--- src/hdl/cpu_defines.svh ---
`ifndef CPU_DEFINES_SVH
`define CPU_DEFINES_SVH

// Address map of the core

`define CPU_RESET_PC 32'h0000_0100  // First fetch after reset
`define CPU_HALT_PC  32'h0000_0000  // JR here stops the core

// Datapath sizes

`define CPU_XLEN  32                // Data and address width
`define CPU_NREGS 32                // Architectural registers

`endif

--- src/hdl/cpu_pkg.sv ---
`include "cpu_defines.svh"

package cpu_pkg;

    typedef enum logic [5:0] {
        OP_SPECIAL = 6'h00,
        OP_ADDIU   = 6'h09,
        OP_LW      = 6'h23,
        OP_SW      = 6'h2b
    } opcode_e;

    // Function field of SPECIAL instructions
    typedef enum logic [5:0] {
        FN_JR   = 6'h08,
        FN_ADDU = 6'h21,
        FN_SUBU = 6'h23,
        FN_AND  = 6'h24,
        FN_OR   = 6'h25,
        FN_XOR  = 6'h26,
        FN_SLT  = 6'h2a
    } funct_e;

    typedef enum logic [2:0] {
        ALU_ADD,
        ALU_SUB,
        ALU_AND,
        ALU_OR,
        ALU_XOR,
        ALU_SLT
    } alu_op_e;

    typedef struct packed {
        logic [`CPU_XLEN-1:0] addr;   // Byte address of the word
        logic                 write;  // 1 = store, 0 = read
        logic [`CPU_XLEN-1:0] wdata;
    } bus_req_t;

    typedef struct packed {
        logic [`CPU_XLEN-1:0] rdata;
    } bus_rsp_t;

    typedef struct packed {
        alu_op_e    alu_op;
        logic       use_imm;    // Operand b from sign-extended immediate
        logic       reg_write;
        logic [4:0] rd;         // Destination register
        logic       load;
        logic       store;
        logic       jr;
    } ctrl_t;

endpackage

--- src/hdl/alu.sv ---
`timescale 1ns/100ps
`include "cpu_defines.svh"

module alu import cpu_pkg::*; (
    input  alu_op_e              op,
    input  logic [`CPU_XLEN-1:0] a,
    input  logic [`CPU_XLEN-1:0] b,
    output logic [`CPU_XLEN-1:0] y
);

    logic signed_lt;

    assign signed_lt = $signed(a) < $signed(b);

    always_comb begin
        case (op)
            ALU_ADD: y = a + b;           // Also load/store address
            ALU_SUB: y = a - b;
            ALU_AND: y = a & b;
            ALU_OR:  y = a | b;
            ALU_XOR: y = a ^ b;
            ALU_SLT: y = {{(`CPU_XLEN-1){1'b0}}, signed_lt};
            default: y = '0;
        endcase
    end

endmodule

--- src/hdl/reg_file.sv ---
`timescale 1ns/100ps
`include "cpu_defines.svh"

module reg_file (
    input  logic                 clk,
    input  logic                 rst_n,
    input  logic [4:0]           rs_idx,
    input  logic [4:0]           rt_idx,
    output logic [`CPU_XLEN-1:0] rs_data,
    output logic [`CPU_XLEN-1:0] rt_data,
    input  logic                 we,
    input  logic [4:0]           wd_idx,
    input  logic [`CPU_XLEN-1:0] wd
);

    logic [`CPU_XLEN-1:0] regs [`CPU_NREGS];

    always_ff @(posedge clk or negedge rst_n) begin
        if (!rst_n) begin
            for (int i = 0; i < `CPU_NREGS; i++)
                regs[i] <= '0;
        end else if (we && wd_idx != 5'd0) begin
            regs[wd_idx] <= wd;       // r0 stays zero
        end
    end

    assign rs_data = regs[rs_idx];
    assign rt_data = regs[rt_idx];

endmodule

--- src/hdl/fetch_unit.sv ---
`timescale 1ns/100ps
`include "cpu_defines.svh"

module fetch_unit import cpu_pkg::*; (
    input  logic                 clk,
    input  logic                 rst_n,
    output bus_req_t             req,
    output logic                 req_valid,
    input  logic                 req_ready,
    input  bus_rsp_t             rsp,
    output logic [`CPU_XLEN-1:0] instr,
    output logic                 instr_valid,
    input  logic                 next_instr,
    input  logic                 redirect,
    input  logic [`CPU_XLEN-1:0] redirect_pc,
    input  logic                 halt
);

    logic [`CPU_XLEN-1:0] pc;        // Next word to request
    logic [`CPU_XLEN-1:0] req_addr;  // Address of the outstanding read
    logic [`CPU_XLEN-1:0] buf_q;
    logic                 full;
    logic                 pending;
    logic                 drop;      // Stale read still on the bus

    always_ff @(posedge clk or negedge rst_n) begin
        if (!rst_n) begin
            pc      <= `CPU_RESET_PC;
            full    <= 1'b0;
            pending <= 1'b0;
            drop    <= 1'b0;
        end else if (redirect) begin
            pc      <= redirect_pc;
            full    <= 1'b0;
            pending <= pending && !req_ready;  // A granted read must still finish
            drop    <= pending && !req_ready;
        end else begin
            if (next_instr)
                full <= 1'b0;                  // Word handed to the controller
            if (pending && req_ready) begin
                pending <= 1'b0;
                drop    <= 1'b0;
                if (!drop)
                    full <= 1'b1;
            end else if (!pending && (!full || next_instr) && !halt) begin
                pending  <= 1'b1;
                req_addr <= pc;
                pc       <= pc + 4;
            end
        end
    end

    always_ff @(posedge clk) begin
        if (pending && req_ready && !drop && !redirect)
            buf_q <= rsp.rdata;
    end

    assign req         = '{addr: req_addr, write: 1'b0, wdata: '0};
    assign req_valid   = pending && !halt;
    assign instr       = buf_q;
    assign instr_valid = full;

endmodule

--- src/hdl/mem_unit.sv ---
`timescale 1ns/100ps
`include "cpu_defines.svh"

module mem_unit import cpu_pkg::*; (
    input  logic                 clk,
    input  logic                 rst_n,
    input  logic                 start,
    input  logic                 is_store,
    input  logic [`CPU_XLEN-1:0] addr,
    input  logic [`CPU_XLEN-1:0] store_data,
    output bus_req_t             req,
    output logic                 req_valid,
    input  logic                 req_ready,
    input  bus_rsp_t             rsp,
    output logic [`CPU_XLEN-1:0] load_data,
    output logic                 done
);

    always_ff @(posedge clk or negedge rst_n) begin
        if (!rst_n)
            req_valid <= 1'b0;
        else if (start)
            req_valid <= 1'b1;
        else if (req_ready)
            req_valid <= 1'b0;   // Accepted by the arbiter
    end

    // Access held steady until the arbiter answers
    always_ff @(posedge clk) begin
        if (start)
            req <= '{addr: addr, write: is_store, wdata: store_data};
        if (req_valid && req_ready && !req.write)
            load_data <= rsp.rdata;
    end

    assign done = req_valid && req_ready;

endmodule

--- src/hdl/bus_arbiter.sv ---
`timescale 1ns/100ps
`include "cpu_defines.svh"

module bus_arbiter import cpu_pkg::*; (
    input  logic                 clk,
    input  logic                 rst_n,
    input  bus_req_t             d_req,
    input  logic                 d_valid,
    output logic                 d_ready,
    input  bus_req_t             f_req,
    input  logic                 f_valid,
    output logic                 f_ready,
    output bus_rsp_t             rsp,
    output logic [`CPU_XLEN-1:0] address,
    output logic                 read,
    output logic                 write,
    output logic [`CPU_XLEN-1:0] writedata,
    input  logic                 waitrequest,
    input  logic [`CPU_XLEN-1:0] readdata
);

    typedef enum logic [1:0] {ARB_IDLE, ARB_DATA, ARB_FETCH} arb_state_e;

    arb_state_e state;
    bus_req_t   sel;
    logic       busy;
    logic       xfer_done;

    always_ff @(posedge clk or negedge rst_n) begin
        if (!rst_n) begin
            state <= ARB_IDLE;
        end else begin
            case (state)
                ARB_IDLE: begin
                    if (d_valid)
                        state <= ARB_DATA;     // Data wins a tie
                    else if (f_valid)
                        state <= ARB_FETCH;
                end
                ARB_DATA, ARB_FETCH: begin
                    if (!waitrequest)
                        state <= ARB_IDLE;     // Decide again next cycle
                end
                default: state <= ARB_IDLE;
            endcase
        end
    end

    // Requesters keep their request stable while granted
    always_comb begin
        sel       = (state == ARB_DATA) ? d_req : f_req;
        busy      = (state != ARB_IDLE);
        xfer_done = busy && !waitrequest;
        address   = sel.addr;
        writedata = sel.wdata;
        read      = busy && !sel.write;
        write     = busy && sel.write;
        d_ready   = xfer_done && (state == ARB_DATA);
        f_ready   = xfer_done && (state == ARB_FETCH);
        rsp.rdata = readdata;
    end

endmodule

--- src/hdl/core_ctrl.sv ---
`timescale 1ns/100ps
`include "cpu_defines.svh"

module core_ctrl import cpu_pkg::*; (
    input  logic                 clk,
    input  logic                 rst_n,
    input  logic [`CPU_XLEN-1:0] instr,
    input  logic                 instr_valid,
    output logic                 next_instr,
    output ctrl_t                ctrl,
    input  logic [`CPU_XLEN-1:0] rs_data,
    output logic                 mem_start,
    input  logic                 mem_done,
    output logic                 reg_we,
    output logic                 wb_sel,
    output logic                 redirect,
    output logic [`CPU_XLEN-1:0] redirect_pc,
    output logic                 halted
);

    typedef enum logic [2:0] {FETCH_WAIT, EXEC, MEM, WB, HALT} state_e;

    state_e  state;
    ctrl_t   dec;
    ctrl_t   ctrl_q;
    opcode_e op;
    funct_e  fn;
    logic    is_mem;
    logic    to_halt;

    assign op = opcode_e'(instr[31:26]);
    assign fn = funct_e'(instr[5:0]);

    // Decode of the incoming word; unknown encodings become a NOP
    always_comb begin
        dec        = '0;
        dec.alu_op = ALU_ADD;
        case (op)
            OP_SPECIAL: begin
                dec.rd        = instr[15:11];
                dec.reg_write = 1'b1;
                case (fn)
                    FN_ADDU: dec.alu_op = ALU_ADD;
                    FN_SUBU: dec.alu_op = ALU_SUB;
                    FN_AND:  dec.alu_op = ALU_AND;
                    FN_OR:   dec.alu_op = ALU_OR;
                    FN_XOR:  dec.alu_op = ALU_XOR;
                    FN_SLT:  dec.alu_op = ALU_SLT;
                    FN_JR: begin
                        dec.jr        = 1'b1;
                        dec.reg_write = 1'b0;
                    end
                    default: dec.reg_write = 1'b0;
                endcase
            end
            OP_ADDIU, OP_LW: begin
                dec.use_imm   = 1'b1;
                dec.reg_write = 1'b1;
                dec.rd        = instr[20:16];   // rt is the target
                dec.load      = (op == OP_LW);
            end
            OP_SW: begin
                dec.use_imm = 1'b1;
                dec.store   = 1'b1;
            end
            default: ;
        endcase
    end

    assign is_mem  = ctrl_q.load || ctrl_q.store;
    assign to_halt = ctrl_q.jr && (rs_data == `CPU_HALT_PC);

    always_ff @(posedge clk or negedge rst_n) begin
        if (!rst_n) begin
            state  <= FETCH_WAIT;
            ctrl_q <= '0;
        end else begin
            case (state)
                FETCH_WAIT: begin
                    if (instr_valid) begin
                        state  <= EXEC;
                        ctrl_q <= dec;
                    end
                end
                EXEC: begin
                    if (ctrl_q.jr)
                        state <= to_halt ? HALT : FETCH_WAIT;
                    else
                        state <= is_mem ? MEM : WB;
                end
                MEM:     if (mem_done) state <= WB;
                WB:      state <= FETCH_WAIT;
                HALT:    state <= HALT;         // Left only by reset
                default: state <= FETCH_WAIT;
            endcase
        end
    end

    assign next_instr  = (state == FETCH_WAIT) && instr_valid;
    assign ctrl        = ctrl_q;
    assign mem_start   = (state == EXEC) && is_mem;
    assign reg_we      = (state == WB) && ctrl_q.reg_write;
    assign wb_sel      = ctrl_q.load;           // Load data instead of ALU result
    assign redirect    = (state == EXEC) && ctrl_q.jr && !to_halt;
    assign redirect_pc = rs_data;
    assign halted      = (state == HALT);

endmodule

--- src/hdl/cpu_top.sv ---
`timescale 1ns/100ps
`include "cpu_defines.svh"

module cpu_top import cpu_pkg::*; (
    input  logic                 clk,
    input  logic                 rst_n,
    output logic                 active,
    output logic [`CPU_XLEN-1:0] address,
    output logic                 read,
    output logic                 write,
    output logic [`CPU_XLEN-1:0] writedata,
    input  logic                 waitrequest,
    input  logic [`CPU_XLEN-1:0] readdata
);

    bus_req_t             f_req, d_req;
    bus_rsp_t             rsp;
    logic                 f_valid, f_ready, d_valid, d_ready;
    logic [`CPU_XLEN-1:0] instr, redirect_pc, load_data;
    logic                 instr_valid, next_instr, redirect, halted;
    ctrl_t                ctrl;
    logic                 mem_start, mem_done, reg_we, wb_sel;
    logic [4:0]           rs_idx, rt_idx;
    logic [15:0]          imm;
    logic [`CPU_XLEN-1:0] rs_data, rt_data, alu_b, alu_y;

    // Operand fields of the instruction in execution
    always_ff @(posedge clk) begin
        if (next_instr) begin
            rs_idx <= instr[25:21];
            rt_idx <= instr[20:16];
            imm    <= instr[15:0];
        end
    end

    assign alu_b  = ctrl.use_imm ? {{(`CPU_XLEN-16){imm[15]}}, imm} : rt_data;
    assign active = !halted || read || write;   // Let the last fetch drain

    fetch_unit i_fetch_unit (
        .clk, .rst_n,
        .req (f_req), .req_valid (f_valid), .req_ready (f_ready), .rsp,
        .instr, .instr_valid, .next_instr,
        .redirect, .redirect_pc, .halt (halted)
    );

    mem_unit i_mem_unit (
        .clk, .rst_n,
        .start (mem_start), .is_store (ctrl.store),
        .addr (alu_y), .store_data (rt_data),
        .req (d_req), .req_valid (d_valid), .req_ready (d_ready), .rsp,
        .load_data, .done (mem_done)
    );

    bus_arbiter i_bus_arbiter (
        .clk, .rst_n,
        .d_req, .d_valid, .d_ready,
        .f_req, .f_valid, .f_ready,
        .rsp, .address, .read, .write, .writedata, .waitrequest, .readdata
    );

    core_ctrl i_core_ctrl (
        .clk, .rst_n,
        .instr, .instr_valid, .next_instr, .ctrl, .rs_data,
        .mem_start, .mem_done, .reg_we, .wb_sel,
        .redirect, .redirect_pc, .halted
    );

    reg_file i_reg_file (
        .clk, .rst_n,
        .rs_idx, .rt_idx, .rs_data, .rt_data,
        .we (reg_we), .wd_idx (ctrl.rd), .wd (wb_sel ? load_data : alu_y)
    );

    alu i_alu (
        .op (ctrl.alu_op), .a (rs_data), .b (alu_b), .y (alu_y)
    );

endmodule

--- config.mk ---
export PLATFORM = sky130hd
export DESIGN_NAME = cpu_top
export DESIGN_NICKNAME = d
export VERILOG_FILES = /design/src/hdl/cpu_pkg.sv /design/src/hdl/alu.sv /design/src/hdl/reg_file.sv /design/src/hdl/fetch_unit.sv /design/src/hdl/mem_unit.sv /design/src/hdl/bus_arbiter.sv /design/src/hdl/core_ctrl.sv /design/src/hdl/cpu_top.sv
export VERILOG_INCLUDE_DIRS = /design/src /design/src/hdl
export SDC_FILE = /design/constraint.sdc
export NUM_CORES = 2
export LEC_CHECK = 0
export BUFFER_PORTS_ARGS = -buffer_cell sky130_fd_sc_hd__buf_2
export CORE_MARGIN = 2
export CORE_UTILIZATION = 65
export CTS_BUF_LIST = sky130_fd_sc_hd__clkbuf_2 sky130_fd_sc_hd__clkbuf_4 sky130_fd_sc_hd__clkbuf_8
export DETAILED_ROUTE_END_ITERATION = 8
export PLACE_DENSITY = 0.86
export SYNTH_ARGS = -nofsm -noshare
export SYNTH_HDL_FRONTEND = slang
export SYNTH_SLANG_ARGS = --single-unit
--- constraint.sdc ---
create_clock -name clk -period 8.8 [get_ports clk]
set_clock_uncertainty 0.05 [all_clocks]
set_input_delay 1.32 -clock clk [delete_from_list [all_inputs] [get_ports clk]]
set_output_delay 1.32 -clock clk [all_outputs]
set_load 0.005 [all_outputs]
==> flow_results.org <==
** Status
- The flow ran to the end, but the final reports show violations.
- Violated checks :: DRC

** Timing
- Ratio of final minimum period to clock period :: 0.9557
- Adding up every negative setup slack in the final design gives 0 ns.
- The number of endpoints with negative hold slack in the final report is 0.
- Maximum clock frequency :: 0.1189 GHz
- Count of final max-slew check failures :: 0
- Final period demand of the worst path :: 8.410 ns
- Unrepaired setup endpoints after global routing :: false
- Transition time at the pin with the least slew margin :: 1.407 ns
- Relative slew slack :: 0.05203
- Final number of setup-violating endpoints :: 0

** Critical path
- The endpoint identified for the worst register-to-register timing path is i_reg_file.regs[506].
- Setup Crit Path Kind :: reg -> reg
- Critical path startpoint category :: register
- Critical path capture point type :: register
- Setup slack, reg-to-reg :: 0.39 ns
- Reg2Reg Launch Point :: rs_idx[0]
- Measured in cells, the most critical reg-to-reg path has a length of 16.
- Tracing the worst setup path back leads to its startpoint at rs_idx[0].
- Arrival @ worst endpoint :: 9.16 ns
- In this run the worst path has a maximum fanout of 60.
- CP Data Required Time :: 9.55 ns

** Floorplan
- Core area :: 106800 µm²
- Initial Utilization :: 0.6542
- Ports placed on the boundary :: 102
- Die outline width :: 331.8 µm
- Y dimension of the die :: 331.8 µm
- Area of the die :: 110100 µm²
- Row generation in the floorplan step produced 120 rows.

** Power
- In this run the static leakage power is 33.39 nW.
- Power density cells :: 217.3 nW/µm²
- VDD sags by at most 0.0001353 V.
- Post-layout power :: 16.60 mW

** Worst hold path
- Min-delay worst type :: reg -> reg
- Worst Hold Path Cells :: 0
- The worst hold path begins at i_reg_file.regs[1006].
- Hold path endpoint :: i_reg_file.regs[1006]

** Synthesis
- For this run, the number of Yosys warnings is 0.
- Summing every instance area after synthesis gives 69840 µm².
- In the synthesized netlist the async set-or-reset flop fraction comes to 0.8522.
- Synthesized area per cell :: 11.86 µm²
- Post-synth cell types :: 93
- Most used flip-flop cell after synthesis :: dfrtp_1
- Seq cells post-synth :: 1265
- Number of flops mapped to enable cells by yosys :: 187
- Of the synthesized area, sequential elements account for 0.4667.
- Synthesis produced 5889 cells.
- Post-Syn Nets :: 6028

** Final layout
- In the layout the commonest cells are 1075 x dfrtp_1, 777 x nand2_1, 614 x o21ai_0, 593 x mux4_2, 416 x mux2_2.
- In the final layout, the share of cells above drive strength 1 is 0.2992.
- In the final layout, the multi-input gates occupy 34950 µm².
- Layout overhead on the synthesized area :: 9.368%
- At the end of the flow the core is filled with cells to 0.7155.
- Count of fill cells added during filler insertion :: 6493
- After the last flow step, the layout net total stands at 5975.
- Most common library cell in the layout ignoring fill and taps :: dfrtp_1
- The finished cells cover 76380 µm².
- Across the whole layout, storage elements account for 32600 µm².
- Leaving out filler cells and counting taps, the final layout contains 7409.

** Clocking
- Clock Sinks :: 1265
- Count of cells resized by post-cts repair :: 0
- H-tree Lvls :: 4
- TritonCTS buffer count :: 199
- Clock-pin transition on the worst setup and hold timing paths :: 0.07 ns
- Hold buffer count at cts :: 0
- Number of buffers inserted to repair setup after CTS :: 0
- Clk buf depth :: 3
- CTS root buf :: clkbuf_8
- For the worst-skew pair, the clock arrives at the later sink with an insertion delay of 0.98 ns.
- Clock tree from TritonCTS :: yes

** Route
- Summed over all layers, the routed wires come to 243.5 mm.
- For this run, design rule violations remaining after detail routing come to 14.
- Drt wl/cell :: 32.87 µm
- Detailed routing inserted a total of 55231 vias.
- Via-per-instance ratio :: 7.455
- First-pass iteration count of the detailed router :: 9
- In this run the remaining antenna-violating nets after routing total 0.
- After the first detailed-routing iteration, the DRC count stood at 8755.

** Global routing
- Maximum number of pins on one net before global-route repair :: 196
- Initial antenna violation count :: 17
- First-pass GRT wire length :: 362.9 mm
- Final global-route overflow total :: 0
- Number of global-route vias before repair :: 56911
- Across every metal layer, demand over resource in global routing totals 0.4488.

** Flow run
- Max-cap violations in this run came to 0.

** Place
- The count of buffers added on input and output ports is 101.
- Instance count after placement with tap cells included :: 7038
- After detailed placement, the total cell area comes to 71940 µm².
- Detailed placement ended at an HPWL of 153.8 mm.
- Gp weighted congestion :: 1.044
==> sequential cells by signal, indices dropped and copies added (netlist names), 2 cells and up <==
name                   count
i_fetch_unit.pc           32
i_core_ctrl.ctrl          12
i_fetch_unit.req_addr     32
i_fetch_unit.instr        32
i_mem_unit.req            65
i_core_ctrl.state          3
i_mem_unit.load_data      32
imm                       16
i_reg_file.regs         1024
rt_idx                     5
i_bus_arbiter.state        2
rs_idx                     5
==> critical path, stage by stage (launching register included) <==
cell      delay (ns)
edfxtp_1        0.70
buf_12          0.41
buf_12          0.49
mux4_2          0.60
mux4_2          0.53
mux2i_1         0.65
ha_1            0.62
or4_1           0.62
nor4_1          0.56
nand2_1         0.28
nor4_1          0.74
nor3_1          0.28
and3_1          0.26
o31ai_1         0.42
a31oi_2         0.25
buf_4           0.32
mux2_2          0.31
==> cell usage after synthesis (7+ instances only) <==
cell type	count	area share
o21a_1	13	0.0014
o22ai_1	9	0.00081
nand4_1	27	0.0024
clkbuf_1	458	0.025
mux4_2	593	0.19
and3_1	23	0.0021
buf_1	65	0.0035
a21oi_1	230	0.016
o21bai_1	15	0.0016
o31ai_1	41	0.0044
xnor2_1	34	0.0043
o21ai_0	616	0.044
o221ai_1	10	0.0013
or3_1	14	0.0013
mux2_4	21	0.0045
xor2_1	10	0.0013
nand2b_1	28	0.0025
a31o_2	7	0.00088
inv_1	125	0.0067
buf_2	17	0.0012
nor3_1	31	0.0022
mux2_2	416	0.067
or2_2	13	0.0012
ha_1	103	0.018
a211oi_1	18	0.0019
mux2i_1	131	0.019
nand3_1	116	0.0083
nor2_1	312	0.017
a211o_1	11	0.0014
dfrtp_1	1077	0.39
nor4_1	27	0.0024
nor2b_1	16	0.0014
a31oi_1	20	0.0018
nand2_1	786	0.042
and2_1	46	0.0041
edfxtp_1	187	0.080
a21o_1	22	0.0024
a22oi_1	36	0.0039
o211ai_1	28	0.0030
==> per-layer routing <==
metal,up-vias,GRT usage,share of wire
met5,-,0.01303,0.0014
met4,22,0.3567,0.095
met3,1636,0.1822,0.15
met2,4812,0.6552,0.44
met1,27073,0.5280,0.32
li1,21688,-,-
==> logic make-up (layout without fill, tap and decap cells) <==
family	count (synthesis)	after routing	synth area share
adders and majority gates	104	104	0.01874
and+or+nand+nor	1472	1472	0.09071
xor gates and xnor gates	44	44	0.005518
buffers and inverters	676	779	0.03784
muxes	1161	1161	0.2816
DFF	1265	1265	0.4667
AOI/OAI and AO/OA	1167	1167	0.09891
other	0	14	0
==> metrics by stage <==
stage,hold WS (ns),setup slack (ns)
after CTS,0.3477,0.7535
after floorplan,0.3503,2.101
after global placement,0.3264,0.7041
final,0.3447,0.3897
after global routing,0.3584,0.3508
after detailed placement,0.3330,0.8344
==> worst max-delay path by stage <==
stage	end	slack, ns	depth (start not counted)
2_1_floorplan	i_fetch_unit.instr[0]	2.10	13
6_report	i_reg_file.regs[506]	0.39	16
4_1_cts	i_reg_file.regs[506]	0.75	16
3_5_place_dp	i_reg_file.regs[954]	0.83	16
3_3_place_gp	i_reg_file.regs[58]	0.70	16
5_1_grt	i_reg_file.regs[506]	0.35	16
==> layout make-up <==
class | count | share of cell area
antenna | 14 | 0.0004587
clock inverter | 48 | 0.006536
inverter | 126 | 0.006192
sequential | 1265 | 0.4267
multi-input combinational | 3948 | 0.4575
clock buffer | 309 | 0.05117
tap | 1403 | 0.02298
timing repair buffer | 296 | 0.02837
==> report_power, final <==
group / switching, mW / internal [mW] / total (mW)
clock network: 2.57 / 3.00 / 5.57
registers: 0.154 / 6.11 / 6.27
logic: 3.42 / 1.35 / 4.77
No activity file was read; power rests on OpenSTA's default activity.
